===== src/verilog/issue_pkg.sv =====
package issue_pkg;

    // Datapath and physical register file
    localparam int XLEN       = 32;
    localparam int PREG_COUNT = 32;
    localparam int TAG_W      = $clog2(PREG_COUNT);
    // Load-immediate field, zero-extended to XLEN
    localparam int IMM_W      = 16;

    // Reservation table sizing
    localparam int RS_DEPTH = 8;
    localparam int RS_IDX_W = $clog2(RS_DEPTH);
    localparam int RS_CNT_W = $clog2(RS_DEPTH + 1);
    // Full rises one early, the entry in operand fetch still needs a slot
    localparam int RS_FULL_LEVEL = RS_DEPTH - 1;

    // Register stages in the multiplier
    localparam int MUL_LATENCY = 3;

    // OP_MUL goes to the multiplier, everything else to the ALU
    typedef enum logic [2:0] {
        OP_LI,
        OP_ADD,
        OP_SUB,
        OP_AND,
        OP_OR,
        OP_XOR,
        OP_SLL,
        OP_MUL
    } opcode_e;

    // Renamed instruction from the front end
    typedef struct packed {
        opcode_e            opcode;
        logic [TAG_W-1:0]   dest;
        logic [TAG_W-1:0]   src1;
        logic [TAG_W-1:0]   src2;
        logic [IMM_W-1:0]   imm;
    } dispatch_entry_t;

    // One reservation table slot
    typedef struct packed {
        opcode_e            opcode;
        logic [TAG_W-1:0]   dest;
        logic [TAG_W-1:0]   src1;
        logic [TAG_W-1:0]   src2;
        logic [XLEN-1:0]    val1;
        logic [XLEN-1:0]    val2;
        logic               met1;
        logic               met2;
    } rs_entry_t;

    // Issue toward a functional unit
    typedef struct packed {
        logic               valid;
        opcode_e            opcode;
        logic [TAG_W-1:0]   dest;
        logic [XLEN-1:0]    op1;
        logic [XLEN-1:0]    op2;
    } fu_input_t;

    // Per-unit broadcast, also the register file write port
    typedef struct packed {
        logic               valid;
        logic [TAG_W-1:0]   tag;
        logic [XLEN-1:0]    value;
    } result_bus_t;

endpackage : issue_pkg


===== src/verilog/int_alu.sv =====
`timescale 1ns/100ps

module int_alu
    import issue_pkg::*;
(
    input  logic            clk,
    input  logic            rst,
    input  fu_input_t       alu_issue,
    output result_bus_t     alu_result
);

    logic [XLEN-1:0] alu_value;

    always_comb begin
        unique case (alu_issue.opcode)
            // Immediate already sits in operand 1
            OP_LI:   alu_value = alu_issue.op1;
            OP_ADD:  alu_value = alu_issue.op1 + alu_issue.op2;
            OP_SUB:  alu_value = alu_issue.op1 - alu_issue.op2;
            OP_AND:  alu_value = alu_issue.op1 & alu_issue.op2;
            OP_OR:   alu_value = alu_issue.op1 | alu_issue.op2;
            OP_XOR:  alu_value = alu_issue.op1 ^ alu_issue.op2;
            // Shift amount from the low 5 bits, as in RV32I
            OP_SLL:  alu_value = alu_issue.op1 << alu_issue.op2[4:0];
            // Multiplies never reach this unit
            default: alu_value = '0;
        endcase
    end

    // Result register, one cycle after issue
    always_ff @(posedge clk) begin
        if (rst) begin
            alu_result.valid <= 1'b0;
        end else begin
            alu_result.valid <= alu_issue.valid;
        end
        alu_result.tag   <= alu_issue.dest;
        alu_result.value <= alu_value;
    end

endmodule : int_alu


===== config.mk =====
export PLATFORM = sky130hd
export DESIGN_NAME = int_alu
export DESIGN_NICKNAME = d
export VERILOG_FILES = /design/src/verilog/issue_pkg.sv /design/src/verilog/int_alu.sv
export SDC_FILE = /design/constraint.sdc
export NUM_CORES = 1
export LEC_CHECK = 0
export BUFFER_PORTS_ARGS = -buffer_cell sky130_fd_sc_hd__clkbuf_2
export CAP_MARGIN = 10
export CORE_ASPECT_RATIO = 0.5
export CORE_MARGIN = 2
export CORE_UTILIZATION = 60
export DETAILED_ROUTE_END_ITERATION = 8
export PLACE_DENSITY = 0.85
export SYNTH_ARGS = -nofsm -noshare
export SYNTH_HDL_FRONTEND = slang
export SYNTH_SLANG_ARGS = --single-unit

===== constraint.sdc =====
create_clock -name clk -period 11.9 [get_ports clk]
set_input_delay 1.19 -clock clk [delete_from_list [all_inputs] [get_ports clk]]
set_output_delay 1.19 -clock clk [all_outputs]
set_load 0.01 [all_outputs]

==> run summary <==
# setup viols final: 0
share of the synthesized area in the top cell type: 0.1687
Min-Delay Endpoint: alu_result[33]
hold_buf cts: 0
crit start category: input port
max FFs per register: 38
Remaining Overflow, GRT: 0
Final period util: 0.4842
kind of critical path: input port to flop
Post-DP HPWL: 20.62 mm
core area: 0.01177 mm²
setup TNS after final layout: 0 ps
Hold Crit Depth: 1
FF+latch count, synth: 38
top flop regs: alu_result x38
Synth Instances: 984
Max-Cap Viols: 0
post-synthesis simple-gate area fraction: 0.1701
total wire length: 26.73 mm
initial antenna violation count: 0
CTS Buf Count: 5
Final min period: 5762 ps
vias per std cell: 6.703
Buf+Inv Stages, Crit Path: 3
fmax: 173.6 MHz
status: finished, final reports clean
Sink Count: 38
Die W: 158.9 µm
met2 wire len: 11.21 mm
GRT Overall Usage: 0.4000
largest net degree at the start of global routing: 70
WL met1: 11.11 mm
final net count: 1219
Die H: 81.43 µm
ys async rst share: 0
post-route design area: 0.007958 mm²
H-tree levels: 2
largest reg by FF count: alu_result
initial DRC count: 1132
nature of the critical path endpoint: flop
syn_nets: 1157
multiplexer share of the synthesized area: 0.1057
Power Density: 92.72 mW/mm²
hold_sp: alu_issue[65]
largest family of logic cells by synthesized area: compound AO/OA/AOI/OAI gates
number of gates resized after CTS: 0
Post-Syn Area: 0.007194 mm²
I/O pins: 113
post-route ant nets: 0
Largest delay share family, worst path: simple AND/OR/NAND/NOR gates
Cell Area, Placed: 0.007759 mm²
Slew headroom: 0.2834
Netlist cell types: 71
area leader, netlist: ha_1
CP cell instances: clkbuf_2, buf_4, inv_1, ha_1, nand4_1, nand2b_1, nor2b_1, nand3_1, o41ai_1, xnor2_1, ha_1, nand2_1, o21a_1, o21a_1, a41oi_1, nand2_1, o31ai_1, xnor2_1, o211ai_2
Post-synth top flop: dfxtp_1
Required @ worst endpoint: 12070 ps
cell count along the critical path: 19
CTS tree: yes
Initial Util: 0.6112
global-route wire length before repair: 40.28 mm
leakage: 3.710 nW
RD Place Congestion: 0.9853
IO buf count: 112
drt pass-1 iters: 5
wire per inst: 22.06 µm
n_diodes: 0
YS warnings: 0
crit path max fanout: 38
P&R area growth vs syn: 10.61%
Max Slew Vio Count: 0
fraction of layout cells with a size suffix above 1: 0.1595
sequential share of the synthesized area: 0.1057
Compound-Gate Fraction of Synth Area: 0.2997
Synth Area in XOR/XNOR: 0.06939
Adder-Cell Fraction of Synth Area: 0.1715
vias: 8124
Slew @ Worst Pin: 1074 ps
root buf cell: clkbuf_16
Area contributors post-synth: ha_1 17%, dfxtp_1 11%, a21oi_1 6.4%
# rows: 28
Setup Buffers After CTS: 0
Finished Core Util: 0.6760
final hold viol count: 0
Clk pin slew, worst setup/hold paths: 70 ps
clk buf depth: 2
number of global-route vias before repair: 7192
worst hold-check path type: input port to flop
crit path DAT: 5930 ps
Max VDD drop: 0.07811 mV
Crit-path slowest cell: inv_1
DR WL met3: 3.529 mm
die area: 0.01294 mm²
EDFF count, synth: 0
unrepaired setup endpoints after global routing: no
residual DRC count: 0
syn_area_per_cell: 7.311 µm²
Top Layer Used: met4
Largest stage delay, worst path: 710 ps
==> metal layers <==
layer / vias to the layer above / track usage
li1: 3695 / -
met1: 3768 / 0.5481
met2: 583 / 0.6301
met3: 78 / 0.08333
met4: 0 / 0.1455
met5: - / 0
==> cells in the final DEF, fill, tap and decap left out, types with 4 or more instances in the layout <==
cell	Yosys	routed
a2111oi_0	4	4
a211oi_1	13	13
a21o_1	10	10
a21oi_1	92	92
a221o_1	4	4
a221oi_1	12	12
a22o_1	24	24
a22oi_1	15	15
a31oi_1	17	17
and2_1	6	6
and3_1	6	6
buf_4	3	11
clkbuf_16	0	5
clkbuf_2	0	112
dfxtp_1	38	38
ha_1	97	97
inv_1	69	69
mux2i_1	40	40
mux4_2	14	14
nand2_1	99	99
nand2b_1	9	9
nand3_1	13	13
nand4_1	12	12
nor2_1	91	90
nor2b_1	9	8
nor3_1	7	7
o211ai_1	11	11
o21a_1	6	6
o21ai_0	52	52
o21ai_1	20	20
o221ai_1	8	8
o31ai_1	6	6
o41ai_1	4	4
xnor2_1	45	45
xor2_1	12	12
==> through the flow <==
step | hold slack, ps | cells | setup slack, ps | power [W]
after detailed placement | 1297 | 1204 | 5996 | 0.0005360
after CTS | 996.0 | 1212 | 6262 | 0.0007254
final | 991.7 | 1212 | 6138 | 0.0007378
after floorplan | 1218 | 984 | 6901 | 0.0004124
after global placement | 1295 | 1204 | 6132 | 0.0005279
after global routing | 993.1 | 1212 | 5885 | 0.0007715
==> kinds of logic after synthesis <==
| group | count (synthesis) |
|---|---|
| adders and majority gates | 98 |
| buffers and inverters | 140 |
| muxes | 58 |
| AOI/OAI and AO/OA | 326 |
| xor gates and xnor gates | 57 |
| DFF | 38 |
| and+or+nand+nor | 267 |
==> cell usage after synthesis (10+ instances only) <==
cell type and instances:
ha_1 97, a21o_1 10, nand4_1 12, mux2i_1 40
a22o_1 24, dfxtp_1 38, xnor2_1 45, clkbuf_1 45
mux4_2 14, xor2_1 12, buf_2 13, o21ai_0 52
a221oi_1 12, o21ai_1 20, a22oi_1 15, nand3_1 13
a21oi_1 92, a211oi_1 13, nand2_1 99, o211ai_1 11
nor2_1 91, a31oi_1 17, inv_1 69
==> power by group <==
part | total (W) | leakage (nW) | internal [W] | switching, W
Clock | 0.000190 | 0.0971 | 0.000126 | 0.0000638
Sequential | 0.000153 | 0.319 | 0.000147 | 0.00000591
Combinational | 0.000395 | 3.29 | 0.000148 | 0.000247
Total | 0.000738 | 3.71 | 0.000421 | 0.000317
==> worst max-delay path by stage <==
| stage | from | endpoint | slack, ps |
|---|---|---|---|
| after floorplan | alu_issue[0] | alu_result[28] | 6900 |
| after global placement | alu_issue[0] | alu_result[28] | 6130 |
| after detailed placement | alu_issue[0] | alu_result[31] | 6000 |
| after CTS | alu_issue[0] | alu_result[31] | 6260 |
| after global routing | alu_issue[0] | alu_result[31] | 5890 |
| final | alu_issue[0] | alu_result[31] | 6140 |
==> cell type report <==
class                   instances  area (µm²)
inverters                      72       270.3
fillers                      1077        3814
well taps                     165       206.4
clock buffers                   6       138.9
multi-input cells             806        5878
flip-flops and latches         38       760.7
repair buffers                123       643.1
clock inverters                 2       60.06
Note: power is estimated with default switching activity, not from simulation.
