$ cat src/verilog/issue_pkg.sv
package issue_pkg;

    // Datapath and physical register file
    localparam int XLEN       = 32;
    localparam int PREG_COUNT = 32;
    localparam int TAG_W      = $clog2(PREG_COUNT);
    // Load-immediate field, zero-extended to XLEN
    localparam int IMM_W      = 16;

    // Reservation table sizing
    localparam int RS_DEPTH = 8;
    localparam int RS_IDX_W = $clog2(RS_DEPTH);
    localparam int RS_CNT_W = $clog2(RS_DEPTH + 1);
    // Full rises one early, the entry in operand fetch still needs a slot
    localparam int RS_FULL_LEVEL = RS_DEPTH - 1;

    // Register stages in the multiplier
    localparam int MUL_LATENCY = 3;

    // OP_MUL goes to the multiplier, everything else to the ALU
    typedef enum logic [2:0] {
        OP_LI,
        OP_ADD,
        OP_SUB,
        OP_AND,
        OP_OR,
        OP_XOR,
        OP_SLL,
        OP_MUL
    } opcode_e;

    // Renamed instruction from the front end
    typedef struct packed {
        opcode_e            opcode;
        logic [TAG_W-1:0]   dest;
        logic [TAG_W-1:0]   src1;
        logic [TAG_W-1:0]   src2;
        logic [IMM_W-1:0]   imm;
    } dispatch_entry_t;

    // One reservation table slot
    typedef struct packed {
        opcode_e            opcode;
        logic [TAG_W-1:0]   dest;
        logic [TAG_W-1:0]   src1;
        logic [TAG_W-1:0]   src2;
        logic [XLEN-1:0]    val1;
        logic [XLEN-1:0]    val2;
        logic               met1;
        logic               met2;
    } rs_entry_t;

    // Issue toward a functional unit
    typedef struct packed {
        logic               valid;
        opcode_e            opcode;
        logic [TAG_W-1:0]   dest;
        logic [XLEN-1:0]    op1;
        logic [XLEN-1:0]    op2;
    } fu_input_t;

    // Per-unit broadcast, also the register file write port
    typedef struct packed {
        logic               valid;
        logic [TAG_W-1:0]   tag;
        logic [XLEN-1:0]    value;
    } result_bus_t;

endpackage : issue_pkg

$ cat src/verilog/phys_regfile.sv
`timescale 1ns/100ps

module phys_regfile
    import issue_pkg::*;
(
    input  logic                clk,
    input  logic [TAG_W-1:0]    rd_tag1,
    input  logic [TAG_W-1:0]    rd_tag2,
    input  result_bus_t         alu_result,
    input  result_bus_t         mul_result,
    output logic [XLEN-1:0]     rd_data1,
    output logic [XLEN-1:0]     rd_data2
);

    logic [XLEN-1:0] regs [PREG_COUNT];

    // Same-cycle write wins over the stored word
    function automatic logic [XLEN-1:0] read_port(
        input logic [TAG_W-1:0] tag,
        input logic [XLEN-1:0]  stored,
        input result_bus_t      a,
        input result_bus_t      m
    );
        if (a.valid && a.tag == tag) begin
            return a.value;
        end
        if (m.valid && m.tag == tag) begin
            return m.value;
        end
        return stored;
    endfunction

    // Two write ports, renaming keeps their tags apart
    always_ff @(posedge clk) begin
        if (alu_result.valid) begin
            regs[alu_result.tag] <= alu_result.value;
        end
        if (mul_result.valid) begin
            regs[mul_result.tag] <= mul_result.value;
        end
    end

    assign rd_data1 = read_port(rd_tag1, regs[rd_tag1], alu_result, mul_result);
    assign rd_data2 = read_port(rd_tag2, regs[rd_tag2], alu_result, mul_result);

endmodule : phys_regfile

$ cat config.mk
export PLATFORM = sky130hd
export DESIGN_NAME = phys_regfile
export DESIGN_NICKNAME = d
export VERILOG_FILES = /design/src/verilog/issue_pkg.sv /design/src/verilog/phys_regfile.sv
export SDC_FILE = /design/constraint.sdc
export NUM_CORES = 2
export LEC_CHECK = 0
export BUFFER_PORTS_ARGS = -buffer_cell sky130_fd_sc_hd__buf_2
export CAP_MARGIN = 20
export CORE_UTILIZATION = 55
export CTS_CLUSTER_DIAMETER = 200
export DETAILED_ROUTE_END_ITERATION = 10
export MAX_ROUTING_LAYER = met4
export PLACE_DENSITY = 0.75
export SYNTH_ARGS = -nofsm -noshare
export SYNTH_HDL_FRONTEND = slang
export SYNTH_SLANG_ARGS = --single-unit
$ cat constraint.sdc
create_clock -name clk -period 6.1 [get_ports clk]
set_input_delay 0.61 -clock clk [delete_from_list [all_inputs] [get_ports clk]]
set_output_delay 0.61 -clock clk [all_outputs]
set_load 0.02 [all_outputs]
==> summary.log <==
qor: status.run_status finished, final reports clean
qor: synth.synthArstFlopShare 0%
qor: critical_path.cp-start-kind input port
qor: synth.ys_warn_count 0
qor: layout.registers.top_by_ff_count regs
qor: sta.timing.final.max_slew_violations 0
qor: drt.detail-route-antenna-nets 0
qor: synth.ys_types 42
qor: layout.multi_input_area 0.0291 sq mm
qor: layout.nets 3707
qor: clock_network.cts-resized-gates 0
qor: sta.slew_headroom 19.6%
qor: sta.setup-violations-final 0
qor: layout.largestRegisters regs: 1024 flops
qor: clock_network.post-cts-setup-buffer-count 0
qor: clock_network.clock_tree.buffer_depth 3
qor: place.post-dp-hpwl 115 mm
qor: global_routing.grt_pass1_wl 295 mm
qor: pwr.power.density_cell_area 256 mW/mm^2
qor: drt.vias_per_cell 7.71
qor: synth.netlist_area 0.0613 sq mm
qor: drt.drt_first_iter_violations 6413
qor: synth.ys_seq_area_share 50.2%
qor: global_routing.grt_resource_usage_total 38.9%
qor: pwr.vdd.ir_drop.worst 0.262 mV
qor: sta.final.setup.tns 0 ns
qor: clock_network.cts_made_buffers 112
qor: place.globalplace.congestion 0.910
qor: critical_path.cp_data_arrival_time 3.95 ns
qor: synth.synth_fp_nets 3832
qor: layout.post-route-cell-area 0.0671 sq mm
qor: die.design.portCount 151
qor: layout.layout-drive-gt1-share 55.1%
qor: sta.layout_worst_path_cycle_share 74.8%
qor: place.dp_slack 1.85 ns
qor: layout.largest_register_ff_count 1024
qor: sta.worst_slack 1.54 ns
qor: layout.final_core_util 60.7%
qor: sta.worst-slew-pin-transition 1.20 ns
qor: clock_network.clockRootBuffer sky130_fd_sc_hd__clkbuf_16
qor: sta.finalCriticalPeriod 4.56 ns
qor: drt.detail_route.drc_violations 0
qor: run.cap_viol_max_count 0
qor: clock_network.clkSlewWorstSetupHoldPaths 0.06 ns
qor: drt.vias 40200
qor: worst_hold_path.worst_hold_path_type input port to register
qor: place.post_dp_cell_area 0.0634 sq mm
qor: synth.netlist_instances 3745
qor: die.core_region_area 0.111 sq mm
qor: layout.fillers 8211
qor: critical_path.cp_capture_type output port
qor: clock_network.tritoncts_num_sinks 1024
qor: clock_network.cts.hold.buffers_added 0
qor: critical_path.critical_path_peak_fanout 22
qor: synth.yosys_most_used_dff sky130_fd_sc_hd__edfxtp_1
qor: clock_network.clock_tree.htree_level_count 3
qor: drt.routed_wl 213 mm
qor: sta.finalHoldViolations 0
qor: die.die_height 336 um
qor: die.dieWidth 336 um
qor: die.initial_core_util 55.4%
qor: global_routing.first_global_vias 39300
qor: synth.ys_seq_elements 1024
qor: global_routing.pin_count_of_the_biggest_net_entering_global_routing 101
qor: drt.routedWlPerCell 40.9 um
qor: layout.synthToLayoutAreaGrowth 9.56%
qor: sta.rsz_0062_raised_after_global_routing false
qor: layout.ff_latch_area 0.0307 sq mm
qor: place.placement.io_buffers 150
qor: global_routing.overflow 0
qor: clock_network.tritoncts_clock_tree done
qor: drt.dr.pass1.iters 6
qor: synth.avgSynthCellArea 16.4 sq um
qor: global_routing.grt_antenna_before_repair 12
qor: synth.number_of_synthesized_flops_with_an_enable_pin 1024
qor: critical_path.worst_ep_required_time 5.49 ns
qor: sta.fin_worst_hold_slack 0.624 ns
qor: sta.fmax 219 MHz
qor: pwr.static_leakage 21.9 nW
qor: die.die_area 0.113 sq mm
qor: die.rows 122
qor: critical_path.critical_path_class input port to output port
[through the flow]
stage | power [mW] | instances
2_1_floorplan | 9.65 | 3745
3_3_place_gp | 10.3 | 4992
3_5_place_dp | 10.4 | 4992
4_1_cts | 17.2 | 5198
5_1_grt | 17.5 | 5211
6_report | 17.2 | 5216
[worst max-delay path: stages]
cell and delay, ns:
sky130_fd_sc_hd__buf_2 0.61, sky130_fd_sc_hd__xor2_1 0.13, sky130_fd_sc_hd__nor4_1 0.36, sky130_fd_sc_hd__and3_2 0.24
sky130_fd_sc_hd__or2_2 0.45, sky130_fd_sc_hd__nor2_4 0.18, sky130_fd_sc_hd__buf_4 0.33, sky130_fd_sc_hd__a211oi_1 0.71
sky130_fd_sc_hd__buf_2 0.30
[cells in the final DEF, fill, tap and decap left out, types with 28 or more instances in the layout]
cell                        Yosys  routed
sky130_fd_sc_hd__o21ai_0       65      49
sky130_fd_sc_hd__buf_2         86     145
sky130_fd_sc_hd__clkbuf_16      0     115
sky130_fd_sc_hd__nand2_1      103      87
sky130_fd_sc_hd__clkinv_1       1      28
sky130_fd_sc_hd__mux2i_1      161     161
sky130_fd_sc_hd__mux2_2      1016    1016
sky130_fd_sc_hd__buf_4         16      93
sky130_fd_sc_hd__edfxtp_1    1024    1024
sky130_fd_sc_hd__a22oi_1       99      99
sky130_fd_sc_hd__mux4_2       539     539
[synth_stat cells, types with 18 or more instances]
cell type,number,share of area [%]
sky130_fd_sc_hd__a32oi_1,18,0.26
sky130_fd_sc_hd__nor2_1,36,0.22
sky130_fd_sc_hd__mux4_2,539,20
sky130_fd_sc_hd__mux2i_1,161,2.6
sky130_fd_sc_hd__nor3b_1,20,0.25
sky130_fd_sc_hd__o21ai_0,65,0.53
sky130_fd_sc_hd__clkbuf_1,327,2.0
sky130_fd_sc_hd__o22ai_1,20,0.20
sky130_fd_sc_hd__buf_2,86,0.70
sky130_fd_sc_hd__a22oi_1,99,1.2
sky130_fd_sc_hd__nand2_1,103,0.63
sky130_fd_sc_hd__buf_1,52,0.32
sky130_fd_sc_hd__mux2_2,1016,19
sky130_fd_sc_hd__edfxtp_1,1024,50
[metal layers]
| metal | up-vias | global-route usage, % | routed length, um |
|---|---|---|---|
| met2 | 3317 | 57.5 | 97100 |
| met1 | 20900 | 48.6 | 73600 |
| li1 | 15200 | - | - |
| met5 | - | - | 0 |
| met3 | 778 | 9.33 | 26800 |
| met4 | 0 | 24.0 | 15800 |
[kinds of logic after synthesis]
logic type | Yosys count | synth area share (%)
AO/OA/AOI/OAI | 269 | 3.15
buffers and inverters | 496 | 3.46
multiplexers | 1724 | 41.3
AND/OR/NAND/NOR | 212 | 1.64
flip-flops | 1024 | 50.2
XOR/XNOR | 20 | 0.286
[report_power, final]
part | internal [mW] | switching, mW | leakage [nW]
clock network | 3.99 | 2.95 | 1.78
logic | 0.966 | 1.30 | 10.9
registers | 7.93 | 0.0723 | 9.25
[worst paths after layout]
check	from	end	depth (start not counted)
setup / recovery	rd_tag1[4]	rd_data1[0]	9
hold / removal	mul_result[16]	regs[21][16]$_DFFE_PP_	3
[area by class of cell]
cell class	instances	area share (%)
flip-flops and latches	1024	45.8
inverters	3	0.0205
multi-input cells	2225	43.3
diodes	16	0.0597
clock inverters	67	1.03
clock buffers	139	4.42
repair buffers	254	2.57
well taps	1488	2.77
Note: power is estimated with default switching activity, not from simulation.
