--- config.mk ---
export PLATFORM = sky130hd
export DESIGN_NAME = mul_unit
export DESIGN_NICKNAME = d
export VERILOG_FILES = /design/src/verilog/issue_pkg.sv /design/src/verilog/mul_unit.sv
export SDC_FILE = /design/constraint.sdc
export NUM_CORES = 1
export LEC_CHECK = 0
export BUFFER_PORTS_ARGS = -buffer_cell sky130_fd_sc_hd__buf_2
export CORE_AREA = 2 2 191 193
export DETAILED_ROUTE_END_ITERATION = 10
export DIE_AREA = 0 0 193 195
export PLACE_DENSITY = 0.79
export SLEW_MARGIN = 40
export SYNTH_ARGS = -nofsm -noshare
export SYNTH_HDL_FRONTEND = slang
export SYNTH_SLANG_ARGS = --single-unit
export TNS_END_PERCENT = 50
--- constraint.sdc ---
create_clock -name clk -period 5.74 [get_ports clk]
set_input_delay 0 -clock clk [delete_from_list [all_inputs] [get_ports clk]]
set_output_delay 0 -clock clk [all_outputs]
set_load 0.05 [all_outputs]
--- src/verilog/issue_pkg.sv ---
package issue_pkg;

    // Datapath and physical register file
    localparam int XLEN       = 32;
    localparam int PREG_COUNT = 32;
    localparam int TAG_W      = $clog2(PREG_COUNT);
    // Load-immediate field, zero-extended to XLEN
    localparam int IMM_W      = 16;

    // Reservation table sizing
    localparam int RS_DEPTH = 8;
    localparam int RS_IDX_W = $clog2(RS_DEPTH);
    localparam int RS_CNT_W = $clog2(RS_DEPTH + 1);
    // Full rises one early, the entry in operand fetch still needs a slot
    localparam int RS_FULL_LEVEL = RS_DEPTH - 1;

    // Register stages in the multiplier
    localparam int MUL_LATENCY = 3;

    // OP_MUL goes to the multiplier, everything else to the ALU
    typedef enum logic [2:0] {
        OP_LI,
        OP_ADD,
        OP_SUB,
        OP_AND,
        OP_OR,
        OP_XOR,
        OP_SLL,
        OP_MUL
    } opcode_e;

    // Renamed instruction from the front end
    typedef struct packed {
        opcode_e            opcode;
        logic [TAG_W-1:0]   dest;
        logic [TAG_W-1:0]   src1;
        logic [TAG_W-1:0]   src2;
        logic [IMM_W-1:0]   imm;
    } dispatch_entry_t;

    // One reservation table slot
    typedef struct packed {
        opcode_e            opcode;
        logic [TAG_W-1:0]   dest;
        logic [TAG_W-1:0]   src1;
        logic [TAG_W-1:0]   src2;
        logic [XLEN-1:0]    val1;
        logic [XLEN-1:0]    val2;
        logic               met1;
        logic               met2;
    } rs_entry_t;

    // Issue toward a functional unit
    typedef struct packed {
        logic               valid;
        opcode_e            opcode;
        logic [TAG_W-1:0]   dest;
        logic [XLEN-1:0]    op1;
        logic [XLEN-1:0]    op2;
    } fu_input_t;

    // Per-unit broadcast, also the register file write port
    typedef struct packed {
        logic               valid;
        logic [TAG_W-1:0]   tag;
        logic [XLEN-1:0]    value;
    } result_bus_t;

endpackage : issue_pkg

--- src/verilog/mul_unit.sv ---
`timescale 1ns/100ps

module mul_unit
    import issue_pkg::*;
(
    input  logic            clk,
    input  logic            rst,
    input  fu_input_t       mul_issue,
    output result_bus_t     mul_result
);

    // Partial products of the 16-bit halves, high by high drops out of the low word
    logic [XLEN-1:0]        pp_ll;
    logic [XLEN-1:0]        pp_lh;
    logic [XLEN-1:0]        pp_hl;
    logic [XLEN-1:0]        sum_q;
    logic [XLEN-1:0]        product_q;

    // Valid and tag move with the data, one slot per stage
    logic [MUL_LATENCY-1:0] valid_pipe;
    logic [TAG_W-1:0]       tag_pipe [MUL_LATENCY];

    always_ff @(posedge clk) begin
        if (rst) begin
            valid_pipe <= '0;
        end else begin
            valid_pipe <= {valid_pipe[MUL_LATENCY-2:0], mul_issue.valid};
        end
        tag_pipe[0] <= mul_issue.dest;
        for (int s = 1; s < MUL_LATENCY; s++) begin
            tag_pipe[s] <= tag_pipe[s-1];
        end
    end

    always_ff @(posedge clk) begin
        // Stage 1
        pp_ll <= mul_issue.op1[XLEN/2-1:0] * mul_issue.op2[XLEN/2-1:0];
        pp_lh <= mul_issue.op1[XLEN/2-1:0] * mul_issue.op2[XLEN-1:XLEN/2];
        pp_hl <= mul_issue.op1[XLEN-1:XLEN/2] * mul_issue.op2[XLEN/2-1:0];
        // Stage 2, cross terms shifted up and truncated
        sum_q <= pp_ll + ((pp_lh + pp_hl) << (XLEN/2));
        // Stage 3
        product_q <= sum_q;
    end

    assign mul_result.valid = valid_pipe[MUL_LATENCY-1];
    assign mul_result.tag   = tag_pipe[MUL_LATENCY-1];
    assign mul_result.value = product_q;

endmodule : mul_unit

==> reports/summary.log <==
INFO  worst_setup_path crit_path_cell_trace=buf_2 > and2_1 > fa_1 > inv_1 > fa_1 > fa_1 > inv_1 > fa_1 > fa_1 > inv_1 > fa_1 > inv_1 > ha_1 > and3_1 > a31oi_1 > o21ai_0 > a21oi_1 > nor3_1 > o211ai_1 > a311oi_1 > or4_1 > nand4_1
INFO  route          final_antenna_net_count=0
INFO  clock_tree     max-clock-path-buffers=2
INFO  worst_setup_path cp_slowest_cell=sky130_fd_sc_hd__fa_1
INFO  route          drtIter0Drc=922
INFO  worst_setup_path critPathTopFamily=adder cells
INFO  yosys          postSynthCellCount=2242
INFO  worst_setup_path worstSetupEndpointType=flop
INFO  sta            final-max-slew-violation-count=0
INFO  yosys          netlist_top_cells_area=sky130_fd_sc_hd__fa_1 (35%), sky130_fd_sc_hd__dfxtp_1 (14%), sky130_fd_sc_hd__ha_1 (14%)
INFO  global_route   grt_remaining_overflow=0
INFO  sta            maxSlewHeadroom=51.4%
INFO  yosys          syn-cell-area=0.0204mm2
INFO  yosys          synth_area_leader_cell=sky130_fd_sc_hd__fa_1
INFO  sta            timing.final.crit_share=91.7%
INFO  sta            fin_setup_tns=0ps
INFO  worst_setup_path critical_path_buffer_and_inverter_count=5
INFO  die            ios=113
INFO  route          viasPerCell=5.33
INFO  finish         final_layout_size_suffix_gt1_share=8.44%
INFO  yosys          number_of_enable_type_register_cells_in_the_synthesized_netlist=0
INFO  route          via_count=14951
INFO  yosys          syn_nets=2905
INFO  yosys          synth_common_cells=sky130_fd_sc_hd__inv_1 (479), sky130_fd_sc_hd__fa_1 (356), sky130_fd_sc_hd__nand2_1 (332), sky130_fd_sc_hd__ha_1 (232), sky130_fd_sc_hd__and2_1 (211)
INFO  worst_setup_path cp-start-kind=input pin
INFO  yosys          synthMostInstantiatedCell=sky130_fd_sc_hd__inv_1
INFO  finish         final_cell_count_no_fill=2807
INFO  route          routed_wl=47.2mm
INFO  die            fp.dieArea=0.0376mm2
INFO  yosys          postSynth.asyncResetShare=0%
INFO  global_route   wire_length_of_the_first_global_routing_pass=77.9mm
INFO  yosys          synthesized_flop_and_latch_total=146
INFO  min_path       hold_crit_class=in -> reg
INFO  clock_tree     cts_tree=done
INFO  yosys          yosysWarnings=0
INFO  clock_tree     clk_transition_reported_paths=60ps
INFO  die            starting_utilization_of_the_core_area=57.7%
INFO  yosys          sequential_to_total_area_share_from_yosys_stat=14.3%
INFO  placement      placed_cells_incl_taps=2767
INFO  sta            post-route-min-period=5270ps
INFO  worst_setup_path critical_path.max_stage_delay=510ps
INFO  route          detailedRoute.firstPassIterationCount=7
INFO  global_route   pin_count_of_the_biggest_net_entering_global_routing=33
INFO  worst_setup_path timing_worst_setup_path_type=in -> reg
INFO  worst_setup_path timing.critical_path.fanout_max=21
INFO  route          avgRoutedWirePerCell=16.8um
INFO  die            die_height=195um
INFO  sta            rsz_0062_raised_after_global_routing=false
INFO  clock_tree     worstSkewPairLatency=420ps
INFO  outcome        outcome=finished, final reports clean
INFO  placement      gpl.final_weighted_congestion=0.887
INFO  die            floorplan.core_area=0.0354mm2
INFO  global_route   initial_antenna_violation_count=0
INFO  die            chipWidth=193um
INFO  yosys          synth_top_cell_area_share=34.9%
INFO  clock_tree     post-cts-setup-buffer-count=0
INFO  global_route   gr-usage-all-layers=26.2%
INFO  placement      port-buffer-count=109
INFO  clock_tree     cts_root_buf=sky130_fd_sc_hd__clkbuf_16
INFO  global_route   first_global_vias=15807
INFO  worst_setup_path worst_ep_arrival_time=5620ps
INFO  worst_setup_path path_common_cell=sky130_fd_sc_hd__fa_1
INFO  worst_setup_path crit_required=6100ps
INFO  job            maxCapViolCount=0
INFO  clock_tree     cts_htree_levels=4
INFO  placement      post-dp-hpwl=39.4mm
INFO  sta            finalHoldViolCount=0
INFO  die            core.rowCount=69
INFO  finish         design.final.nets=2996
INFO  sta            achievable-frequency=190MHz
INFO  sta            final_setup_violation_count=0
INFO  finish         count_of_inserted_antenna_diode_cells=0
INFO  clock_tree     cts.sinks=146
INFO  clock_tree     cts-buffers-inserted=17
INFO  sta            worstMarginPinSlew=729ps
INFO  yosys          count_of_distinct_cell_types_in_the_synthesized_netlist=50
INFO  finish         area_growth_syn_to_layout=8.85%
INFO  yosys          ys_dominant_reg_cell=sky130_fd_sc_hd__dfxtp_1
INFO  sta            skew=7.53ps
INFO  yosys          syn_avg_cell_area=9.11um2
INFO  route          remaining_drc_errors=0
## per-stage QoR
step	utilization, %	hold WS [ps]	area [um2]	worst slack (ps)
global route	62.8	35.4	22200	167
floorplan	-	27.7	20400	103
global placement	60.9	106	21500	182
detailed placement	60.9	106	21500	92.0
finish	62.8	31.1	22200	474
CTS	62.8	19.9	22200	535
## metal layers
layer | GRT usage, % | part of all wire (%)
met5 | 0 | 0
met4 | 8.11 | 3.1
met3 | 3.92 | 7.0
met2 | 43.4 | 48
met1 | 35.6 | 42
## placed cells by master (no fill, tap or decap), drive strengths merged, types with 10 or more instances in the layout
cell type	instances
a21o	19
a21oi	52
and2	211
buf	157
clkbuf	19
dfxtp	146
fa	356
ha	232
inv	483
nand2	332
nand3	15
nor2	30
nor2b	10
nor3	16
o21ai	20
o21bai	18
xnor2	111
xor2	25
## layout make-up
class,instances,area (um2)
clock inverter,13,175
timing repair buffer,165,986
inverter,479,1800
fill,2920,13200
tap,461,577
clock buffer,19,443
sequential,146,2920
multi-input combinational,1524,15300
## logic make-up after synthesis
kind of cell / Yosys count / synth area share, %
buffers and inverters: 572 / 10.6
xor gates and xnor gates: 136 / 5.83
DFF: 146 / 14.3
adders and majority gates: 588 / 49.1
AOI/OAI and AO/OA: 154 / 4.94
and+or+nand+nor: 646 / 15.2
## final timing paths
| path | start | to | slack (ps) | cells after the start |
|---|---|---|---|---|
| max | mul_issue[5] | pp_ll[30]$_DFF_P_ | 470 | 22 |
| min | mul_issue[16] | pp_lh[0]$_DFF_P_ | 30 | 2 |
| max reg2reg | pp_lh[0]$_DFF_P_ | sum_q[31]$_DFF_P_ | 1580 | 15 |
| min reg2reg | sum_q[9]$_DFF_P_ | product_q[9]$_DFF_P_ | 320 | 0 |
## sequential cells by signal, indices dropped and copies added, names as in the netlist
signal and cells:
pp_hl 16, pp_lh 16, pp_ll 32, product_q 32
sum_q 32, tag_pipe 15, valid_pipe 3
## timing repair
action,4_1_cts,5_1_grt
hold endpoints to repair,9,0
hold buffers,8,0
gates resized for setup,0,0
Power is not shown: default switching activity piles up to over one toggle a cycle in this logic, so the estimate is an artifact.
