[config.mk]
export PLATFORM = sky130hd
export DESIGN_NAME = reservation
export DESIGN_NICKNAME = d
export VERILOG_FILES = /design/src/verilog/issue_pkg.sv /design/src/verilog/reservation.sv
export SDC_FILE = /design/constraint.sdc
export NUM_CORES = 2
export LEC_CHECK = 0
export ABC_CLOCK_PERIOD_IN_PS = 3730
export BUFFER_PORTS_ARGS = -buffer_cell sky130_fd_sc_hd__buf_2
export CAP_MARGIN = 15
export CORE_MARGIN = 1.5
export CORE_UTILIZATION = 45
export CTS_CLUSTER_SIZE = 12
export DETAILED_ROUTE_END_ITERATION = 12
export HOLD_SLACK_MARGIN = 0.03
export SYNTH_ARGS = -nofsm -noshare
export SYNTH_HDL_FRONTEND = slang
export SYNTH_SLANG_ARGS = --single-unit
[constraint.sdc]
create_clock -name clk -period 3.73 [get_ports clk]
set_input_delay 0.1865 -clock clk [delete_from_list [all_inputs] [get_ports clk]]
set_output_delay 0.1865 -clock clk [all_outputs]
set_load 0.02 [all_outputs]
[src/verilog/issue_pkg.sv]
package issue_pkg;

    // Datapath and physical register file
    localparam int XLEN       = 32;
    localparam int PREG_COUNT = 32;
    localparam int TAG_W      = $clog2(PREG_COUNT);
    // Load-immediate field, zero-extended to XLEN
    localparam int IMM_W      = 16;

    // Reservation table sizing
    localparam int RS_DEPTH = 8;
    localparam int RS_IDX_W = $clog2(RS_DEPTH);
    localparam int RS_CNT_W = $clog2(RS_DEPTH + 1);
    // Full rises one early, the entry in operand fetch still needs a slot
    localparam int RS_FULL_LEVEL = RS_DEPTH - 1;

    // Register stages in the multiplier
    localparam int MUL_LATENCY = 3;

    // OP_MUL goes to the multiplier, everything else to the ALU
    typedef enum logic [2:0] {
        OP_LI,
        OP_ADD,
        OP_SUB,
        OP_AND,
        OP_OR,
        OP_XOR,
        OP_SLL,
        OP_MUL
    } opcode_e;

    // Renamed instruction from the front end
    typedef struct packed {
        opcode_e            opcode;
        logic [TAG_W-1:0]   dest;
        logic [TAG_W-1:0]   src1;
        logic [TAG_W-1:0]   src2;
        logic [IMM_W-1:0]   imm;
    } dispatch_entry_t;

    // One reservation table slot
    typedef struct packed {
        opcode_e            opcode;
        logic [TAG_W-1:0]   dest;
        logic [TAG_W-1:0]   src1;
        logic [TAG_W-1:0]   src2;
        logic [XLEN-1:0]    val1;
        logic [XLEN-1:0]    val2;
        logic               met1;
        logic               met2;
    } rs_entry_t;

    // Issue toward a functional unit
    typedef struct packed {
        logic               valid;
        opcode_e            opcode;
        logic [TAG_W-1:0]   dest;
        logic [XLEN-1:0]    op1;
        logic [XLEN-1:0]    op2;
    } fu_input_t;

    // Per-unit broadcast, also the register file write port
    typedef struct packed {
        logic               valid;
        logic [TAG_W-1:0]   tag;
        logic [XLEN-1:0]    value;
    } result_bus_t;

endpackage : issue_pkg

[src/verilog/reservation.sv]
`timescale 1ns/100ps

module reservation
    import issue_pkg::*;
(
    input  logic            clk,
    input  logic            rst,
    input  logic            fetched_valid,
    input  rs_entry_t       fetched,
    input  result_bus_t     alu_result,
    input  result_bus_t     mul_result,
    output fu_input_t       alu_issue,
    output fu_input_t       mul_issue,
    output logic            table_full
);

    rs_entry_t              table_q [RS_DEPTH];
    logic [RS_DEPTH-1:0]    valid_q;

    logic                   alloc_found;
    logic [RS_IDX_W-1:0]    alloc_idx;
    logic                   alu_found;
    logic [RS_IDX_W-1:0]    alu_idx;
    logic                   mul_found;
    logic [RS_IDX_W-1:0]    mul_idx;
    logic [RS_CNT_W-1:0]    occupancy;

    // Capture any unmet source broadcast on either bus
    function automatic rs_entry_t wake(
        input rs_entry_t   e,
        input result_bus_t a,
        input result_bus_t m
    );
        result_bus_t bus [2];
        rs_entry_t   r;
        bus[0] = a;
        bus[1] = m;
        r      = e;
        for (int b = 0; b < 2; b++) begin
            if (!e.met1 && bus[b].valid && bus[b].tag == e.src1) begin
                r.met1 = 1'b1;
                r.val1 = bus[b].value;
            end
            if (!e.met2 && bus[b].valid && bus[b].tag == e.src2) begin
                r.met2 = 1'b1;
                r.val2 = bus[b].value;
            end
        end
        return r;
    endfunction

    function automatic fu_input_t to_fu(input logic found, input rs_entry_t e);
        fu_input_t f;
        f.valid  = found;
        f.opcode = e.opcode;
        f.dest   = e.dest;
        f.op1    = e.val1;
        f.op2    = e.val2;
        return f;
    endfunction

    // Free slot, ready selects and occupancy
    always_comb begin
        alloc_found = 1'b0;
        alloc_idx   = '0;
        alu_found   = 1'b0;
        alu_idx     = '0;
        mul_found   = 1'b0;
        mul_idx     = '0;
        occupancy   = '0;
        // Walk downward so the lowest index is the last one kept
        for (int i = RS_DEPTH - 1; i >= 0; i--) begin
            if (!valid_q[i]) begin
                alloc_found = 1'b1;
                alloc_idx   = RS_IDX_W'(i);
            end else if (table_q[i].met1 && table_q[i].met2) begin
                if (table_q[i].opcode == OP_MUL) begin
                    mul_found = 1'b1;
                    mul_idx   = RS_IDX_W'(i);
                end else begin
                    alu_found = 1'b1;
                    alu_idx   = RS_IDX_W'(i);
                end
            end
            occupancy = occupancy + RS_CNT_W'(valid_q[i]);
        end
    end

    // Front end pauses at this level
    assign table_full = (occupancy >= RS_CNT_W'(RS_FULL_LEVEL));

    // Slot valid bits
    always_ff @(posedge clk) begin
        if (rst) begin
            valid_q <= '0;
        end else begin
            if (fetched_valid && alloc_found) begin
                valid_q[alloc_idx] <= 1'b1;
            end
            // Issued slots free at the same edge the issue register loads
            if (alu_found) begin
                valid_q[alu_idx] <= 1'b0;
            end
            if (mul_found) begin
                valid_q[mul_idx] <= 1'b0;
            end
        end
    end

    // Slot payload, wakeup on stored and incoming entries
    always_ff @(posedge clk) begin
        for (int i = 0; i < RS_DEPTH; i++) begin
            if (valid_q[i]) begin
                table_q[i] <= wake(table_q[i], alu_result, mul_result);
            end
        end
        // A broadcast during allocation would otherwise be missed
        if (fetched_valid && alloc_found) begin
            table_q[alloc_idx] <= wake(fetched, alu_result, mul_result);
        end
    end

    // Issue registers, one per unit
    always_ff @(posedge clk) begin
        alu_issue <= to_fu(alu_found, table_q[alu_idx]);
        mul_issue <= to_fu(mul_found, table_q[mul_idx]);
        if (rst) begin
            alu_issue.valid <= 1'b0;
            mul_issue.valid <= 1'b0;
        end
    end

endmodule : reservation

==> out/qor.csv <==
metric,value,unit
P_leak,22.7,nW
worst hold path type,input pin to register,
largest net degree at the start of global routing,148,
Clock Latency Late Sink,690,ps
YS warnings,0,
mux share of post-synthesis cell area,15.7,%
slew at the pin closest to its max-slew limit,1160,ps
syn avg cell area,10.3,um^2
RSZ-0062 raised after global routing,true,
GR Util All Layers,34.4,%
Clock power frac,43.3,%
remaining global-route overflow,0,
P&R area growth vs syn,13.7,%
violated checks,setup timing,
"EDFF count, synth",672,
DR WL/cell,31.0,um
io pins,310,
Die W,324,um
routed wire length,187,mm
deepest clock path buffer count,3,
H-tree levels,3,
Detail Route Antenna Nets,0,
Port Buf Inserts,309,
top cell type's share of synthesized area,43.4,%
starting density of the core,45.6,%
initial antenna violation count,5,
Slew Limit Fails,0,
Net Sw Frac,24.8,%
cells after synthesis,4527,
CTS Sinks,826,
Critical Path End Type,output pin,
vias in the first global route,37469,
Clock Skew,34.0,ps
#FFs+latches synth,826,
die area,105000,um^2
Compound-Gate Fraction of Synth Area,15.8,%
CP max FO,2,
CP Launch Type,register,
Synth Area in Simple Gates,10.4,%
utilization after layout,51.8,%
hold_ws,96.2,ps
Sequential Power Share,47.6,%
Synth Flop Type,edfxtp_1,
outcome,"finished, violations left",
Final #Nets,4754,
ranking of synthesized cells by area,"edfxtp_1, mux2i_1, dfxtp_1, nand2_1, o21ai_0",
Synth cell types,61,
DRC violations left,0,
Die H,324,um
post-DP HPWL,103,mm
PD cells,413,nW/um^2
Final WS setup,-46.3,ps
router iterations before antenna repair,6,
cell taking the most area after synthesis,edfxtp_1,
NetSw,5.42,mW
synth cell count leaders,"nand2_1, mux2i_1, edfxtp_1, o21ai_0, clkbuf_1",
Core ar.,102000,um^2
Post-synth ARST share,0,%
clock slew at reported path FFs,60,ps
Syn Nets,4697,
CTS buffer count,94,
first-pass GRT wire length,265,mm
Vias,39472,
final setup fails,1,
ratio of cells with drive above 1 in the final layout,13.7,%
largest family of logic cells by synthesized area,compound AO/OA/AOI/OAI gates,
mapped cell area,46500,um^2
First DRT Iteration DRCs,5673,
slew margin rel.,22.7,%
final period utilization,101,%
CTS tree,done,
VDD IR max,0.301,mV
Achievable Freq,265,MHz
CTS root buf,clkbuf_16,
sequential area share after synthesis,50.0,%
adder-cell share of the synthesized area,0.253,%
Logic pwr share,9.2,%
Rows,117,
DR vias/cell,6.54,
CP Data Arrival Time,3590,ps
worst reg-to-reg setup slack,380,ps
Worst EP required,3540,ps
"count leader, synth",nand2_1,
Crit Path Category,register to output pin,
post-synthesis xor/xnor area fraction,3.35,%
internal power,16.4,mW
Placer Congestion,0.866,
Max Cap Viol,0,
fin crit period,3780,ps
final hold vios,0,
==> through the flow <==
step	total power, mW	cell area (um^2)	TNS (ps)	std cells	worst slack, ps
final	21.8	52800	-46.3	6033	-46.3
after global routing	22.4	52800	-132	6030	-132
after CTS	21.8	52800	-154	6030	-154
after detailed placement	12.5	49500	0	5834	366
after global placement	12.5	49500	0	5834	357
after floorplan	11.7	46500	0	4527	86.1
==> sequential cells by signal (all words and copies together), names as in the netlist <==
| name | cells |
|---|---|
| mul_issue | 73 |
| valid_q | 8 |
| alu_issue | 73 |
| table_q | 672 |
==> layer usage <==
layer | vias up | track usage, % | wire [um]
li1 | 16964 | - | -
met1 | 19138 | 45.8 | 72300
met2 | 2783 | 53.7 | 83800
met3 | 579 | 6.33 | 21000
met4 | 8 | 17.4 | 10100
met5 | - | 0 | 46
==> placed cells by master, fill, tap and decap left out, drive strengths merged, types with 23 or more instances in the layout <==
cell,instances
o221ai,99
mux2i,727
nor4,31
a21oi,286
buf,443
clkbuf,139
xor2,126
or4,23
dfxtp,154
nand3,41
nand2,740
inv,31
clkinv,23
xnor2,52
edfxtp,672
nor2,160
nand4b,28
a22o,100
a222oi,67
a221oi,53
o21ai,452
a32oi,47
==> repair_timing <==
item	4_1_cts	5_1_grt
hold buffers	21	0
buffers inserted	1	0
pin swaps	5	2
gates resized for setup	10	1
hold endpoints to repair	156	0
setup endpoints to repair	1	1
==> power by group through the flow <==
stage	Sequential, mW	Clock, mW	Combinational [mW]
floorplan	10.7	0	1.09
global placement	10.6	0	1.92
detailed placement	10.6	0	1.96
CTS	10.4	9.48	1.99
global route	10.4	9.87	2.16
finish	10.4	9.44	2.01
==> cell type report <==
| cell class | instances | area, um^2 |
|---|---|---|
| Inverter | 27 | 131 |
| Tap cell | 1368 | 1710 |
| Clock buffer | 139 | 2710 |
| Fill cell | 9025 | 49200 |
| Clock inverter | 35 | 374 |
| Antenna cell | 3 | 7.51 |
| Multi-Input combinational cell | 3171 | 21300 |
| Sequential cell | 826 | 23300 |
| Timing Repair Buffer | 464 | 3280 |
==> logic make-up after synthesis <==
logic type | after synthesis
AO/OA/AOI/OAI | 1149
AND/OR/NAND/NOR | 1110
flip-flops | 826
multiplexers | 727
buffers and inverters | 530
XOR/XNOR | 178
adder cells (fa/ha/maj) | 7
==> critical path: stages (launching register included) <==
cell and delay [ps]:
dfxtp_2 330, fa_1 530, inv_1 50, fa_1 450, fa_1 500, inv_2 50, ha_4 150, fa_2 330
xor2_1 140, a32o_2 250, buf_6 130
==> worst paths after layout <==
check	start	end	cells after the start
setup / recovery	valid_q[3]	table_full	10
hold / removal	fetched[0]	table_q[6][0]	3
hold reg to reg	table_q[0][81]	mul_issue[69]	1
setup reg to reg	table_q[1][1]	mul_issue[6]	7
No activity file was read; power rests on OpenSTA's default activity.
