`config.mk`:
```
export PLATFORM = sky130hd
export DESIGN_NAME = operand_fetch
export DESIGN_NICKNAME = d
export VERILOG_FILES = /design/src/verilog/issue_pkg.sv /design/src/verilog/operand_fetch.sv
export SDC_FILE = /design/constraint.sdc
export NUM_CORES = 1
export LEC_CHECK = 0
export BUFFER_PORTS_ARGS = -buffer_cell sky130_fd_sc_hd__buf_2
export CAP_MARGIN = 20
export CORE_ASPECT_RATIO = 0.8
export CORE_MARGIN = 4
export CORE_UTILIZATION = 30
export DETAILED_ROUTE_END_ITERATION = 8
export SLEW_MARGIN = 30
export SYNTH_ARGS = -nofsm -noshare
export SYNTH_HDL_FRONTEND = slang
export SYNTH_SLANG_ARGS = --single-unit
```
`constraint.sdc`:
```
create_clock -name clk -period 2.4 [get_ports clk]
set_input_delay 0.48 -clock clk [delete_from_list [all_inputs] [get_ports clk]]
set_output_delay 0.48 -clock clk [all_outputs]
set_load 0.1 [all_outputs]
```
`src/verilog/issue_pkg.sv`:
```
package issue_pkg;

    // Datapath and physical register file
    localparam int XLEN       = 32;
    localparam int PREG_COUNT = 32;
    localparam int TAG_W      = $clog2(PREG_COUNT);
    // Load-immediate field, zero-extended to XLEN
    localparam int IMM_W      = 16;

    // Reservation table sizing
    localparam int RS_DEPTH = 8;
    localparam int RS_IDX_W = $clog2(RS_DEPTH);
    localparam int RS_CNT_W = $clog2(RS_DEPTH + 1);
    // Full rises one early, the entry in operand fetch still needs a slot
    localparam int RS_FULL_LEVEL = RS_DEPTH - 1;

    // Register stages in the multiplier
    localparam int MUL_LATENCY = 3;

    // OP_MUL goes to the multiplier, everything else to the ALU
    typedef enum logic [2:0] {
        OP_LI,
        OP_ADD,
        OP_SUB,
        OP_AND,
        OP_OR,
        OP_XOR,
        OP_SLL,
        OP_MUL
    } opcode_e;

    // Renamed instruction from the front end
    typedef struct packed {
        opcode_e            opcode;
        logic [TAG_W-1:0]   dest;
        logic [TAG_W-1:0]   src1;
        logic [TAG_W-1:0]   src2;
        logic [IMM_W-1:0]   imm;
    } dispatch_entry_t;

    // One reservation table slot
    typedef struct packed {
        opcode_e            opcode;
        logic [TAG_W-1:0]   dest;
        logic [TAG_W-1:0]   src1;
        logic [TAG_W-1:0]   src2;
        logic [XLEN-1:0]    val1;
        logic [XLEN-1:0]    val2;
        logic               met1;
        logic               met2;
    } rs_entry_t;

    // Issue toward a functional unit
    typedef struct packed {
        logic               valid;
        opcode_e            opcode;
        logic [TAG_W-1:0]   dest;
        logic [XLEN-1:0]    op1;
        logic [XLEN-1:0]    op2;
    } fu_input_t;

    // Per-unit broadcast, also the register file write port
    typedef struct packed {
        logic               valid;
        logic [TAG_W-1:0]   tag;
        logic [XLEN-1:0]    value;
    } result_bus_t;

endpackage : issue_pkg

```
`src/verilog/operand_fetch.sv`:
```
`timescale 1ns/100ps

module operand_fetch
    import issue_pkg::*;
(
    input  logic                clk,
    input  logic                rst,
    input  logic                dispatch_valid,
    input  dispatch_entry_t     dispatch,
    input  logic [XLEN-1:0]     rd_data1,
    input  logic [XLEN-1:0]     rd_data2,
    input  result_bus_t         alu_result,
    input  result_bus_t         mul_result,
    output logic [TAG_W-1:0]    rd_tag1,
    output logic [TAG_W-1:0]    rd_tag2,
    output logic                fetched_valid,
    output rs_entry_t           fetched
);

    // One bit per physical tag, high once its value is in the register file
    logic [PREG_COUNT-1:0] ready;
    rs_entry_t             fetch_next;

    // True when either result bus carries this tag in the current cycle
    function automatic logic on_bus(
        input logic [TAG_W-1:0] tag,
        input result_bus_t      a,
        input result_bus_t      m
    );
        return (a.valid && a.tag == tag) || (m.valid && m.tag == tag);
    endfunction

    // Register file is read in the dispatch cycle
    assign rd_tag1 = dispatch.src1;
    assign rd_tag2 = dispatch.src2;

    always_comb begin
        fetch_next.opcode = dispatch.opcode;
        fetch_next.dest   = dispatch.dest;
        fetch_next.src1   = dispatch.src1;
        fetch_next.src2   = dispatch.src2;
        if (dispatch.opcode == OP_LI) begin
            // Immediate rides in source 1, nothing to wait for
            fetch_next.val1 = XLEN'(dispatch.imm);
            fetch_next.val2 = '0;
            fetch_next.met1 = 1'b1;
            fetch_next.met2 = 1'b1;
        end else begin
            // Write-through read already forwards a value broadcast this cycle
            fetch_next.val1 = rd_data1;
            fetch_next.val2 = rd_data2;
            fetch_next.met1 = ready[dispatch.src1]
                              || on_bus(dispatch.src1, alu_result, mul_result);
            fetch_next.met2 = ready[dispatch.src2]
                              || on_bus(dispatch.src2, alu_result, mul_result);
        end
    end

    // Scoreboard and stage valid
    always_ff @(posedge clk) begin
        if (rst) begin
            ready         <= '1;
            fetched_valid <= 1'b0;
        end else begin
            if (alu_result.valid) begin
                ready[alu_result.tag] <= 1'b1;
            end
            if (mul_result.valid) begin
                ready[mul_result.tag] <= 1'b1;
            end
            // New destination goes pending, wins over a stale set
            if (dispatch_valid) begin
                ready[dispatch.dest] <= 1'b0;
            end
            fetched_valid <= dispatch_valid;
        end
    end

    // Stage payload
    always_ff @(posedge clk) begin
        if (dispatch_valid) begin
            fetched <= fetch_next;
        end
    end

endmodule : operand_fetch

```
==> flow_summary_export.csv, run 1 <==
group,metric,value,unit
run_status,outcome,"complete, no violations",
global_routing,grt_pass1_vias,4556,
route,viasPerCell,5.199,
route,first_iter_violations,392,
run,cap_viol_max_count,0,
clocking,clock_sinks,117,
logic_synthesis,ys.flop_type,"edfxtp_1",
worst_setup_path,crit_chain,"buf_2, mux4_2, mux2_2, a221oi_1, o211ai_1",
hold_path,hold_path.class,"in -> reg",
worst_setup_path,r2r_cells,4,
hold_path,min-delay-start,"dispatch[32]",
logic_synthesis,synth_common_cells,"edfxtp_1 (84), o22ai_1 (66), nor2b_1 (49), nand2b_1 (34), dfxtp_1 (33)",
placed_design,dp_hpwl,12300,um
hold_path,min_to,"fetched[82]",
timing,final_max_slew_viol_count,0,
logic_synthesis,avgSynthCellArea,12.82,um2
clocking,clk_path_buf_depth,2,
timing,tightest_slew,0.5427,ns
clocking,hold_buffers,0,
logic_synthesis,postSynthCellCount,429,
floorplan,die_h,129.1,um
timing,timing_hold_violations_final,0,
worst_setup_path,critPathKind,"in -> reg",
logic_synthesis,yosysSeqAreaShare,57.87,%
global_routing,antenna_found_initial,0,
floorplan,die_x,159.4,um
timing,min_period_over_period,78.07,%
power_and_ir_drop,leakagePower,0.002842,uW
logic_synthesis,synth.distinct_cells,30,
worst_setup_path,worst_path_max_delay_cell,"mux4_2",
final_layout,num_antenna_cells,0,
worst_setup_path,r2r-end,"fetched[1]",
timing,setup-tns-final,0,ns
worst_setup_path,slowest_delay,0.55,ns
placed_design,port_buffers,207,
logic_synthesis,synth_area_leaders,"edfxtp_1 (46%), dfxtp_1 (12%), o22ai_1 (7.5%)",
route,antenna_left,0,
logic_synthesis,syn_nets,606,
worst_setup_path,crit_required,2.54,ns
clocking,path_clk_slew,0.06,ns
placed_design,pre_cts_slack,0.1021,ns
clocking,post_cts_buffers,0,
timing,setup_viol,0,
logic_synthesis,async_reset_ff_share,0,%
worst_setup_path,start_kind,"primary input",
worst_setup_path,rr_startpoint,"ready[27]",
timing,finalClockSkew,0.005473,ns
power_and_ir_drop,ir_drop,0.3754,mV
timing,slew_headroom,63.71,%
logic_synthesis,yosysWarningCount,0,
floorplan,dieArea,20580,um2
route,wire_per_inst,19.96,um
floorplan,fp.coreArea,17650,um2
floorplan,top_level_ports,272,
logic_synthesis,yosys.area.top_type,"edfxtp_1",
timing,fin_ws,0.5264,ns
clocking,insertion_delay,0.41,ns
timing,rsz0062_at_grt,"false",
final_layout,syn2layout_area_growth,33.76,%
global_routing,grt_overflow_total,0,
worst_setup_path,cp_max_fo,7,
worst_setup_path,crit_arrival,2.02,ns
logic_synthesis,synth_top_area_share,45.86,%
global_routing,grt_pass1_wl,25740,um
floorplan,start_util,31.17,%
final_layout,layout-drive-gt1-share,43.91,%
timing,timing.fmax,533.7,MHz
clocking,cts_tree,"yes",
worst_setup_path,ff2ff_setup_slack,0.56,ns
hold_path,holdPathStages,1,
clocking,cts-root-buf,"clkbuf_16",
route,drt-pass1-iter-count,5,
placed_design,globalplace.congestion,0.8716,
global_routing,grtUsageTotal,16.22,%
final_layout,nFillCells,1683,
route,vias,4497,
final_layout,instances_no_fill,865,
floorplan,rows,43,
clocking,cts_resized,0,
global_routing,grt_max_degree,86,
worst_setup_path,crit_path_end_kind,"flip-flop",
clocking,htree_levels,4,
route,drc,0,
final_layout,final_nets,804,
logic_synthesis,syn_area,5500,um2
logic_synthesis,synth_edf_count,84,
power_and_ir_drop,power.density,887.4,nW/um2
placed_design,dp_cells,833,
clocking,cts_inserted_buffers,17,
logic_synthesis,yosysMostFrequentCell,"edfxtp_1",
route,routed_wl,17260,um
timing,layout_min_cycle_time,1.874,ns
logic_synthesis,ys_seq_elements,117,
[critical path: cells and delay by family]
kind                   cells  cell delay, ns
muxes                      2            0.83
buffers and inverters      1            0.22
AOI/OAI and AO/OA          2            0.48
[per-layer routing]
layer,vias to the layer above,global-route usage [%],part of all wire (%)
met4,0,5.357,1.6
met2,309,26.95,49
met1,2122,19.97,40
li1,2027,-,-
met5,-,0,0
met3,39,5.755,9.7
[power by group]
part / internal, uW / switching (uW) / leakage [uW] / total [uW]
clock: 1660 / 993 / 0.000301 / 2650
sequential: 2310 / 34.5 / 0.00109 / 2350
combinational: 277 / 1250 / 0.00145 / 1530
total: 4250 / 2280 / 0.00284 / 6530
[final cells by class]
type | instances | area [um2] | area share, %
flip-flops and latches | 117 | 3183 | 43.27
inverters | 4 | 15.01 | 0.2041
multi-input cells | 269 | 2113 | 28.72
well taps | 225 | 281.5 | 3.827
clock inverters | 15 | 192.7 | 2.619
repair buffers | 218 | 1146 | 15.58
clock buffers | 17 | 425.4 | 5.782
[cell usage in the layout, fill, tap and decap left out, drive strengths merged, types with 4 or more instances in the layout]
cell type	n
a31oi	4
nand3	8
xor2	16
nand2b	34
nand3b	15
mux2	24
or3b	11
edfxtp	84
xnor2	4
dfxtp	33
mux4	12
nor4	4
buf	218
mux2i	4
o22ai	66
inv	10
clkinv	5
clkbuf	17
nor2b	49
[kinds of logic after synthesis]
logic type                Yosys count  synth area share [%]
AOI/OAI and AO/OA                  80                 9.463
xor gates and xnor gates           20                 3.185
buffers and inverters              43                 3.799
DFF                               117                 57.87
muxes                              40                 10.55
and+or+nand+nor                   129                 15.13
[registers in the layout (all words and copies together) (netlist names)]
register	count
ready	32
fetched_valid	1
fetched	84
[worst max-delay path by stage]
stage / end / startpoint / slack [ns] / depth (start not counted)
after detailed placement: fetched[1] / dispatch[22] / 0.10 / 5
after global routing: fetched[1] / dispatch[22] / 0.48 / 5
final: fetched[1] / dispatch[22] / 0.53 / 5
after CTS: fetched[1] / dispatch[22] / 0.55 / 5
after floorplan: fetched[0] / dispatch[18] / 0.52 / 5
after global placement: fetched[1] / dispatch[22] / 0.11 / 5
[stage by stage]
step | utilization, % | hold WS, ns | power (uW) | instance area [um2]
2_1_floorplan | - | 0.4537 | 3583 | 5500
5_1_grt | 41.69 | 0.2586 | 6739 | 7357
3_5_place_dp | 38.19 | 0.4912 | 3920 | 6739
3_3_place_gp | 38.19 | 0.4775 | 3907 | 6739
6_report | 41.69 | 0.2797 | 6529 | 7357
4_1_cts | 41.69 | 0.2603 | 6585 | 7357
No activity file was read; power rests on OpenSTA's default activity.
==> run 2: changes to the inputs <==
--- a/config.mk
+++ b/config.mk
@@ -5,6 +5,7 @@
 export SDC_FILE = /design/constraint.sdc
 export NUM_CORES = 1
 export LEC_CHECK = 0
+export ABC_AREA = 1
 export BUFFER_PORTS_ARGS = -buffer_cell sky130_fd_sc_hd__buf_2
 export CAP_MARGIN = 20
 export CORE_ASPECT_RATIO = 0.8
==> constraint.sdc (replaced) <==
create_clock -name clk -period 1.6 [get_ports clk]
set_input_delay 0.32 -clock clk [delete_from_list [all_inputs] [get_ports clk]]
set_output_delay 0.32 -clock clk [all_outputs]
set_load 0.1 [all_outputs]
==> run 2 against run 1 <==
Net effect:
- cell count is 37% higher
- die area is 4.6% higher
- core utilization is 0.12 points lower
- non-clock buffer count is 15 higher
==> flow_summary_export.csv, run 2 <==
group,metric,value,unit
run_status,outcome,"complete, no violations",
worst_setup_path,crit_required,1.28,ns
route,vias,5629,
timing,fin_ws,0.09110,ns
power_and_ir_drop,power.density,1255,nW/um2
final_layout,layout-drive-gt1-share,29.60,%
clocking,path_clk_slew,0.05,ns
global_routing,grt_overflow_total,0,
logic_synthesis,syn_nets,873,
route,drt-pass1-iter-count,6,
power_and_ir_drop,ir_drop,0.6119,mV
route,first_iter_violations,673,
route,viasPerCell,4.742,
worst_setup_path,slowest_delay,0.43,ns
global_routing,antenna_found_initial,0,
clocking,cts_inserted_buffers,17,
timing,final_max_slew_viol_count,0,
power_and_ir_drop,leakagePower,0.003801,uW
floorplan,die_h,132.0,um
logic_synthesis,synth_common_cells,"nand2_1 (177), inv_1 (103), nand3_1 (88), edfxtp_1 (84), nor2_1 (72)",
logic_synthesis,synth.distinct_cells,21,
final_layout,reg.largest.list,"fetched x84, ready x32, fetched_valid x1",
final_layout,top_register,"fetched",
final_layout,multi_input_area,1979,um2
timing,timing_hold_violations_final,0,
clocking,insertion_delay,0.42,ns
placed_design,port_buffers,207,
worst_setup_path,start_kind,"flip-flop",
clocking,cts_resized,0,
logic_synthesis,ys_seq_elements,117,
floorplan,start_util,30.49,%
final_layout,num_antenna_cells,0,
logic_synthesis,ys.flop_type,"edfxtp_1",
worst_setup_path,cp_max_fo,1,
floorplan,fp.coreArea,18920,um2
clocking,post_cts_buffers,0,
worst_setup_path,crit_arrival,1.19,ns
logic_synthesis,avgSynthCellArea,8.287,um2
global_routing,grt_pass1_vias,5361,
clocking,clk_path_buf_depth,2,
logic_synthesis,yosys.area.top_type,"edfxtp_1",
timing,setup_viol,0,
route,routed_wl,19020,um
final_layout,layout_common_cells,"buf_2 (199), nand2_1 (177), inv_1 (103), nand3_1 (88), edfxtp_1 (84)",
logic_synthesis,async_reset_ff_share,0,%
worst_setup_path,cp_num_buf_inv,1,
route,drc,0,
timing,setup-tns-final,0,ns
global_routing,grtUsageTotal,17.22,%
final_layout,nFillCells,1961,
clocking,hold_buffers,0,
logic_synthesis,postSynthCellCount,696,
run,cap_viol_max_count,0,
floorplan,top_level_ports,272,
timing,layout_min_cycle_time,1.509,ns
clocking,clock_sinks,117,
timing,finalClockSkew,0.005736,ns
clocking,cts_tree,"yes",
logic_synthesis,yosysSeqAreaShare,55.18,%
final_layout,syn2layout_area_growth,36.33,%
final_layout,layout.area.seq,3183,um2
logic_synthesis,syn_area,5768,um2
placed_design,pre_cts_slack,0.02480,ns
route,wire_per_inst,16.02,um
worst_setup_path,crit_chain,"buf_2",
worst_setup_path,worst_path_max_delay_cell,"buf_2",
floorplan,rows,45,
final_layout,final_nets,1094,
timing,min_period_over_period,94.31,%
worst_setup_path,critPathTopFamily,"buffers and inverters",
logic_synthesis,synth_area_leaders,"edfxtp_1 (44%), nand2_1 (12%), dfxtp_1 (11%)",
floorplan,dieArea,21520,um2
placed_design,globalplace.congestion,0.9797,
timing,timing.fmax,662.7,MHz
route,antenna_left,0,
logic_synthesis,yosysMostFrequentCell,"nand2_1",
placed_design,dp_hpwl,14230,um
final_layout,largest_reg_flops,84,
timing,rsz0062_at_grt,"false",
global_routing,grt_max_degree,75,
global_routing,grt_pass1_wl,28810,um
worst_setup_path,critPathKind,"reg -> out",
clocking,cts-root-buf,"clkbuf_16",
worst_setup_path,crit_path_end_kind,"output pin",
floorplan,die_x,163.0,um
final_layout,final_common_cell,"buf_2",
hold_path,hold_path.class,"in -> reg",
logic_synthesis,yosysWarningCount,0,
timing,slew_headroom,65.99,%
logic_synthesis,synth_top_area_share,43.73,%
timing,tightest_slew,0.5137,ns
logic_synthesis,synth_edf_count,84,
clocking,htree_levels,4,
==> run 2: changes by cell type after synthesis, moves of 18 or more <==
cell,delta
nor2_1,+71
nand2_1,+174
nand2b_1,-34
mux2_2,-18
nor2b_1,-49
inv_1,+99
o21ai_0,+33
o22ai_1,-47
nand3_1,+80
==> run 2: cells by family after synthesis <==
| kind of cell | count (synthesis) | synth area share [%] |
|---|---|---|
| DFF | 117 | 55.18 |
| AOI/OAI and AO/OA | 84 | 8.438 |
| xor gates and xnor gates | 2 | 0.3037 |
| buffers and inverters | 141 | 10.59 |
| and+or+nand+nor | 352 | 25.49 |
==> run 2: routing by layer <==
| layer | track usage, % | part of all wire [%] |
|---|---|---|
| met5 | 0 | 0 |
| met4 | 5.496 | 1.8 |
| met3 | 5.408 | 12 |
| met2 | 27.51 | 45 |
| met1 | 22.31 | 41 |
==> run 2: metrics by stage <==
step                      hold WS [ns]  total power, uW  cell area (um2)  instances  util [%]
final                          0.07432             9872             7864       1187     41.57
after floorplan                 0.3912             5421             5768        696         -
after CTS                      0.05867             9986             7864       1187     41.57
after global routing           0.07369            10260             7864       1187     41.57
after global placement          0.4622             6015             7262       1156     38.39
after detailed placement        0.4685             6023             7262       1156     38.39
==> run 2: path summary, 6_finish.rpt <==
path	from	end	slack [ns]	cells after the start
max	fetched[15]	fetched[15]	0.09	1
min	rst	fetched_valid	0.07	2
max reg2reg	ready[12]	fetched[1]	0.40	8
min reg2reg	ready[28]	ready[28]	0.48	2
==> run 2: cell type report <==
class	count	area share (%)
Clock buffer	17	5.410
Clock inverter	14	2.243
Inverter	110	5.251
Multi-Input combinational cell	438	25.17
Sequential cell	117	40.48
Tap cell	258	4.105
Timing Repair Buffer	233	17.34
==> run 2: where the power goes <==
group	internal [uW]	total (uW)	leakage [uW]	switching [uW]
registers	3470	3520	0.00109	46.5
logic	424	2440	0.00242	2010
clock network	2460	3920	0.000290	1460
total	6350	9870	0.00380	3520
